`src/hdl/snd_config.svh`:
```
// sound output stage
// build-time constants

`ifndef SND_CONFIG_SVH
`define SND_CONFIG_SVH

// clk cycles per system enable
`define SND_CEN_DIV 4

// synthesizer sample width, one channel
`define SND_IN_W 12

// comb/integrator width, holds 6 x full input range
`define SND_FILTER_W 15

// interpolated sample width, filter width plus the x3 stage
`define SND_OUT_W 16

`endif

```
`src/hdl/snd_sample_pkg.sv`:
```
// stereo sample types

package snd_sample_pkg;

`include "snd_config.svh"

    // one synth-rate sample pair, valid on clk_en
    typedef struct packed {
        logic signed [`SND_IN_W-1:0] left;
        logic signed [`SND_IN_W-1:0] right;
    } synth_pair_t;

    // interpolated pair, valid on every cen
    typedef struct packed {
        logic signed [`SND_OUT_W-1:0] left;
        logic signed [`SND_OUT_W-1:0] right;
    } out_pair_t;

endpackage

```
`src/hdl/snd_timing_pkg.sv`:
```
// timing strobe types

package snd_timing_pkg;

`include "snd_config.svh"

    // cens per synthesizer sample, also the interpolation factor
    localparam int CEN_PER_SYNTH = 6;

    // both strobes are single-clk pulses, clk_en only together with cen
    typedef struct packed {
        logic cen;      // system enable, every SND_CEN_DIV clocks
        logic clk_en;   // synth enable, every sixth cen
    } snd_en_t;

endpackage

```
`src/hdl/snd_cen_gen.sv`:
```
// clock enable generator

`include "snd_config.svh"

module snd_cen_gen (
    input  logic                    clk,
    input  logic                    rst,
    output snd_timing_pkg::snd_en_t en
);
    import snd_timing_pkg::*;

    localparam int CLK_W = $clog2(`SND_CEN_DIV + 1);
    localparam int GRP_W = $clog2(CEN_PER_SYNTH);

    logic [CLK_W-1:0] clk_cnt;  // clocks within one cen period
    logic [GRP_W-1:0] cen_cnt;  // cens within one synth period
    logic             tick;     // last clock of a cen period

    assign tick = (clk_cnt == CLK_W'(`SND_CEN_DIV - 1));

    always_ff @(posedge clk) begin
        if (rst) begin
            clk_cnt <= '0;
            cen_cnt <= '0;
            en      <= '0;
        end else begin
            clk_cnt <= tick ? '0 : clk_cnt + 1'b1;
            if (tick) begin
                // wrap after the sixth cen
                cen_cnt <= (cen_cnt == GRP_W'(CEN_PER_SYNTH - 1)) ? '0 : cen_cnt + 1'b1;
            end
            en.cen    <= tick;  // registered, so the first one lands DIV clocks out
            en.clk_en <= tick && (cen_cnt == GRP_W'(CEN_PER_SYNTH - 1));
        end
    end

    // synth enable must coincide with a system enable
    a_clk_en_on_cen: assert property (@(posedge clk) disable iff (rst)
        en.clk_en |-> en.cen)
        else $error("clk_en without cen");

endmodule

```
`src/hdl/snd_interpol6.sv`:
```
// comb/integrator interpolator, x6
// one channel, DC gain 18, wraps on overflow

`include "snd_config.svh"

module snd_interpol6 (
    input  logic                           clk,
    input  logic                           rst,
    input  snd_timing_pkg::snd_en_t        en,
    input  logic signed [`SND_IN_W-1:0]    snd_in,
    output logic signed [`SND_OUT_W-1:0]   snd_out
);
    localparam int IW = `SND_IN_W;
    localparam int FW = `SND_FILTER_W;
    localparam int OW = `SND_OUT_W;

    logic signed [IW-1:0] last;         // previous synth sample
    logic signed [FW-1:0] comb1;        // first difference
    logic signed [FW-1:0] last_comb1;
    logic signed [FW-1:0] comb2;        // second difference
    logic signed [FW-1:0] stuff;        // zero-stuffed comb2, cen rate
    logic signed [FW-1:0] integ1;
    logic signed [FW-1:0] integ2;

    // comb section at the synth rate
    always_ff @(posedge clk) begin
        if (rst) begin
            last       <= '0;
            comb1      <= '0;
            last_comb1 <= '0;
            comb2      <= '0;
        end else if (en.clk_en) begin
            last       <= snd_in;
            comb1      <= FW'(snd_in) - FW'(last);  // signed casts sign-extend
            last_comb1 <= comb1;
            comb2      <= comb1 - last_comb1;
        end
    end

    // upsample: one real value then five zeros
    always_ff @(posedge clk) begin
        if (rst) begin
            stuff <= '0;
        end else if (en.cen) begin
            stuff <= en.clk_en ? comb2 : '0;
        end
    end

    // integrators and output at the cen rate
    always_ff @(posedge clk) begin
        if (rst) begin
            integ1  <= '0;
            integ2  <= '0;
            snd_out <= '0;
        end else if (en.cen) begin
            integ1  <= integ1 + stuff;
            integ2  <= integ2 + integ1;
            // x3 as x2 + x1, filter already gives x6
            snd_out <= (OW'(integ2) <<< 1) + OW'(integ2);
        end
    end

    // a cen without clk_en must load a zero into the stuffing register
    a_zero_stuff: assert property (@(posedge clk) disable iff (rst)
        (en.cen && !en.clk_en) |=> (stuff == '0))
        else $error("zero-stuffing register not cleared");

endmodule

```
`src/hdl/snd_out_stage.sv`:
```
// sound output stage top
// enable generator and two interpolator/modulator lanes

`include "snd_config.svh"

module snd_out_stage (
    input  logic                        clk,
    input  logic                        rst,
    input  snd_sample_pkg::synth_pair_t synth_in,
    output logic                        synth_req,
    output snd_sample_pkg::out_pair_t   snd_out,
    output logic                        pdm_left,
    output logic                        pdm_right
);
    import snd_timing_pkg::*;

    snd_en_t en;    // shared strobes for both lanes

    snd_cen_gen u_cen (
        .clk (clk),
        .rst (rst),
        .en  (en)
    );

    assign synth_req = en.clk_en;  // next sample wanted

    // left lane
    snd_interpol6 u_interp_l (
        .clk     (clk),
        .rst     (rst),
        .en      (en),
        .snd_in  (synth_in.left),
        .snd_out (snd_out.left)
    );

    snd_sigma_delta u_sd_l (
        .clk    (clk),
        .rst    (rst),
        .en     (en),
        .sample (snd_out.left),
        .pdm    (pdm_left)
    );

    // right lane
    snd_interpol6 u_interp_r (
        .clk     (clk),
        .rst     (rst),
        .en      (en),
        .snd_in  (synth_in.right),
        .snd_out (snd_out.right)
    );

    snd_sigma_delta u_sd_r (
        .clk    (clk),
        .rst    (rst),
        .en     (en),
        .sample (snd_out.right),
        .pdm    (pdm_right)
    );

endmodule

```
`src/hdl/snd_sigma_delta.sv`:
```
// first-order sigma-delta modulator

`include "snd_config.svh"

module snd_sigma_delta (
    input  logic                           clk,
    input  logic                           rst,
    input  snd_timing_pkg::snd_en_t        en,
    input  logic signed [`SND_OUT_W-1:0]   sample,
    output logic                           pdm
);
    localparam int OW = `SND_OUT_W;

    logic [OW-1:0] offset;  // offset binary, 0 is full negative
    logic [OW-1:0] acc;     // error accumulator
    logic [OW:0]   sum;     // carry on top

    // flipping the sign bit adds half scale
    assign offset = {~sample[OW-1], sample[OW-2:0]};
    assign sum    = {1'b0, acc} + {1'b0, offset};

    always_ff @(posedge clk) begin
        if (rst) begin
            acc <= '0;
            pdm <= 1'b0;
        end else if (en.cen) begin
            acc <= sum[OW-1:0];
            pdm <= sum[OW];     // overflow is the output bit
        end
    end

    // output only moves on a cen edge
    a_pdm_hold: assert property (@(posedge clk) disable iff (rst)
        !en.cen |=> $stable(pdm))
        else $error("pdm changed without cen");

endmodule

```
`config.mk`:
```
export PLATFORM = sky130hd
export DESIGN_NAME = snd_out_stage
export DESIGN_NICKNAME = d
export VERILOG_FILES = /design/src/hdl/snd_sample_pkg.sv /design/src/hdl/snd_timing_pkg.sv /design/src/hdl/snd_cen_gen.sv /design/src/hdl/snd_interpol6.sv /design/src/hdl/snd_out_stage.sv /design/src/hdl/snd_sigma_delta.sv
export VERILOG_INCLUDE_DIRS = /design/src /design/src/hdl
export SDC_FILE = /design/constraint.sdc
export NUM_CORES = 1
export LEC_CHECK = 0
export BUFFER_PORTS_ARGS = -buffer_cell sky130_fd_sc_hd__buf_2
export CAP_MARGIN = 20
export CORE_MARGIN = 2
export CORE_UTILIZATION = 40
export CTS_CLUSTER_DIAMETER = 150
export DETAILED_ROUTE_END_ITERATION = 10
export GPL_TIMING_DRIVEN = 1
export PLACE_DENSITY = 0.66
export SETUP_SLACK_MARGIN = 0.4
export SLEW_MARGIN = 30
export SYNTH_ARGS = -nofsm -noshare
export SYNTH_HDL_FRONTEND = slang
export SYNTH_SLANG_ARGS = --single-unit
export TNS_END_PERCENT = 100
```
`constraint.sdc`:
```
create_clock -name clk -period 2.9 [get_ports clk]
set_clock_uncertainty 0.15 [all_clocks]
set_input_delay 0.29 -clock clk [delete_from_list [all_inputs] [get_ports clk]]
set_output_delay 0.29 -clock clk [all_outputs]
set_load 0.01 [all_outputs]
```
==> metrics.txt <==
syn_area_per_cell 8.56 um2; clock latency on the worst-skew pair 0.57 ns; ranking of synthesized cells by area dfxtp_1, ha_1, mux2i_1, nor2_1, xnor2_1; TritonRoute pass-1 iters 5; CP max FO 4; CTS tree built; CP arrival 2.96 ns; PortBufs 60; max incr delay on CP 0.38 ns; RSZ-0062 raised after global routing yes; Die Ht 205 um; asr flop ratio synth 0%; Leak 0.00809 uW; Final HPWL DP 23.2 mm; Final Max Slew Viols 0; Final Routed Wirelength 35.4 mm; Die X 205 um; FF+latch count, synth 270; Placement Cell Area 17,100 um2; PD cells 413 nW/um2; Starting Density 40.6%; pin count of the biggest net entering global routing 98; Slowest cell on crit path fa_2; Iteration-0 DRC Markers 603; synthesized cell area 16,100 um2; final setup vio count 0; first-pass GRT wire length 58.4 mm; startpoint class of the critical path flip-flop; Area growth syn-to-layout 21.6%; Worst Setup End Kind flip-flop; Rel. slew slack 50.5%; Fmax achieved 377 MHz; Post-Place Cells 2,421; crit share post-route 91.4%; Worst Hold Class in -> reg; TritonCTS buffer count 30; GRT overflow 0; synth unique cells 73; CTS H-tree lvls 1; hold slack 0.0125 ns; status finished, final reports clean; Routed Antenna Nets 0; sequential-to-total area share from yosys stat 33.5%; Routed wire per std cell 13.7 um; core area 39,800 um2; clock sinks 270; Top-Level Pins 61; initial antenna violation count 0; number of global-route vias before repair 12,700; via count 13,400; Nets 2,240; max_cap viols 0; peak supply drop 0.000514 V; Die Footprint 42,000 um2; Final Hold Violating Endpoints 0; DRC 0; fraction of layout cells with a size suffix above 1 17.4%; cells after synthesis 1,886; Final Non-Filler Cells 2,581; total negative setup slack 0 ns; number of synthesis warnings 0; minimum clock period 2.65 ns; CP most frequent cell a21o_1; Syn Nets 2,092; GPL Wtd Cong 0.834; vias per inst 5.19; final instance area 19,600 um2; CTS root buf clkbuf_16; Worst Path Required 3.21 ns; Setup CP Type reg -> reg; Main synth FF type dfxtp_1; Yosys top cell area share 33.5%; worst slew pin tran 0.743 ns; Post-synth EDFFs 0; Max clock buf depth 3; FP Rows 73; GRT Overall Usage 16.1%; Reg clk slew, reported paths 0.06 ns; Synth area leader dfxtp_1; CP Cell Sequence ha_4 -> fa_2 -> a21o_1 -> a21o_1 -> a21o_1 -> o221a_4 -> a31o_4 -> o31ai_4 -> nand2b_1 -> a32o_1
-- final cells by class --
cell class,instances,area (um2)
fill,3731,20200
tap,525,657
sequential,270,5460
inverter,99,372
timing repair buffer,186,1430
antenna,1,2.50
multi-input combinational,1447,10700
clock buffer,44,885
clock inverter,9,149
-- worst paths after layout --
path	start	end	slack, ns	cells after the start
max	u_interp_l.integ2[0]	u_interp_l.snd_out[13]	0.25	10
min	synth_in[0]	u_interp_r.comb1[0]	0.01	4
max reg2reg	u_interp_l.integ2[0]	u_interp_l.snd_out[13]	0.25	10
min reg2reg	u_cen.clk_cnt[0]	u_cen.clk_cnt[0]	0.28	1
-- cell usage after synthesis (5+ instances only) --
master,instances
a211oi_1,31
a21boi_0,9
a21boi_1,5
a21o_1,52
a21oi_1,100
a22oi_1,31
a31oi_1,16
and2_1,7
and3_1,9
buf_1,22
clkbuf_1,44
dfxtp_1,270
fa_1,12
ha_1,168
inv_1,99
mux2i_1,115
nand2_1,119
nand2b_1,24
nand3_1,25
nand3b_1,5
nor2_1,280
nor2b_1,28
nor3_1,41
nor3b_1,9
o211ai_1,9
o21a_1,20
o21ai_0,91
o21ai_1,19
o21bai_1,12
o22ai_1,10
or3_1,14
xnor2_1,72
xor2_1,42
-- report_power, final --
part	internal [uW]	switching (uW)	leakage, uW
Sequential	3720	20.3	0.00219
Combinational	167	228	0.00539
Clock	2450	1530	0.000510
-- metal layers --
layer  global-route usage [%]  share of wire, %  vias to the layer above
met2                     27.8                46                      205
met5                        0                 0                        -
li1                         -                 -                     6963
met1                     21.2                49                     6176
met4                     3.98               2.1                        0
met3                     2.24               3.2                       56
-- cell usage in the layout (no fill, tap or decap), types with 19 or more instances in the layout --
master | Yosys | layout
buf_4 | 0 | 77
nand2_1 | 119 | 119
a21oi_1 | 100 | 82
xnor2_1 | 72 | 71
nor2b_1 | 28 | 22
dfxtp_1 | 270 | 245
buf_6 | 0 | 22
clkbuf_16 | 0 | 31
xor2_1 | 42 | 42
buf_2 | 4 | 59
a22oi_1 | 31 | 31
mux2i_1 | 115 | 115
nand2b_1 | 24 | 24
a21oi_2 | 1 | 19
ha_1 | 168 | 153
a21o_1 | 52 | 52
o21ai_0 | 91 | 75
nor3_1 | 41 | 39
nor2_1 | 280 | 277
inv_1 | 99 | 95
a211oi_1 | 31 | 25
nand3_1 | 25 | 25
o21ai_1 | 19 | 19
dlygate4sd3_1 | 0 | 25
o21a_1 | 20 | 20
-- state kept, by name (all words and copies together), names as in the netlist, 12 cells and up --
name and flops:
u_sd_r.acc 16, u_interp_r.integ2 15, u_interp_r.snd_out 16, u_interp_r.last 12, u_interp_l.last 12, u_interp_r.comb2 15
u_interp_l.snd_out 16, u_interp_l.stuff 15, u_interp_r.last_comb1 13, u_interp_l.integ2 15, u_interp_l.integ1 15, u_interp_r.comb1 13
u_interp_r.stuff 15, u_interp_l.comb1 13, u_interp_r.integ1 15, u_interp_l.comb2 15, u_interp_l.last_comb1 13, u_sd_l.acc 16
-- worst max-delay path, delay by kind of cell, from the launching register on --
family	cells	cell delay, ns
simple gates	1	0.08
flops	1	0.37
compound gates	7	1.40
fa+ha+maj	2	0.55
-- cell families (layout without fill, tap and decap cells) --
| kind of cell | after synthesis | after routing | share of synthesized area [%] |
|---|---|---|---|
| other | 0 | 1 | 0 |
| XOR/XNOR | 114 | 114 | 6.18 |
| AND/OR/NAND/NOR | 577 | 577 | 15.9 |
| AO/OA/AOI/OAI | 459 | 459 | 18.7 |
| multiplexers | 117 | 117 | 7.27 |
| adder cells (fa/ha/maj) | 180 | 180 | 14.5 |
| flip-flops | 270 | 270 | 33.5 |
| buffers and inverters | 169 | 338 | 3.96 |
-- timing repair --
item | 4_1_cts | 5_1_grt
pin swaps | 47 | 91
gates resized for setup | 56 | 118
endpoints found under the hold margin | 49 | 3
buffers inserted | 53 | 28
endpoints found under the setup margin | 41 | 69
hold buffers | 25 | 2
-- per-stage QoR --
| stage | power (uW) | utilization (%) | setup slack (ns) |
|---|---|---|---|
| final | 8110 | 49.3 | 0.249 |
| after global routing | 8410 | 49.3 | 0.182 |
| after CTS | 8210 | 47.7 | 0.257 |
| after detailed placement | 4180 | 43.0 | 0.119 |
| after global placement | 4170 | 43.0 | 0.124 |
| after floorplan | 4080 | - | 0.247 |
No activity file was read; power rests on OpenSTA's default activity.
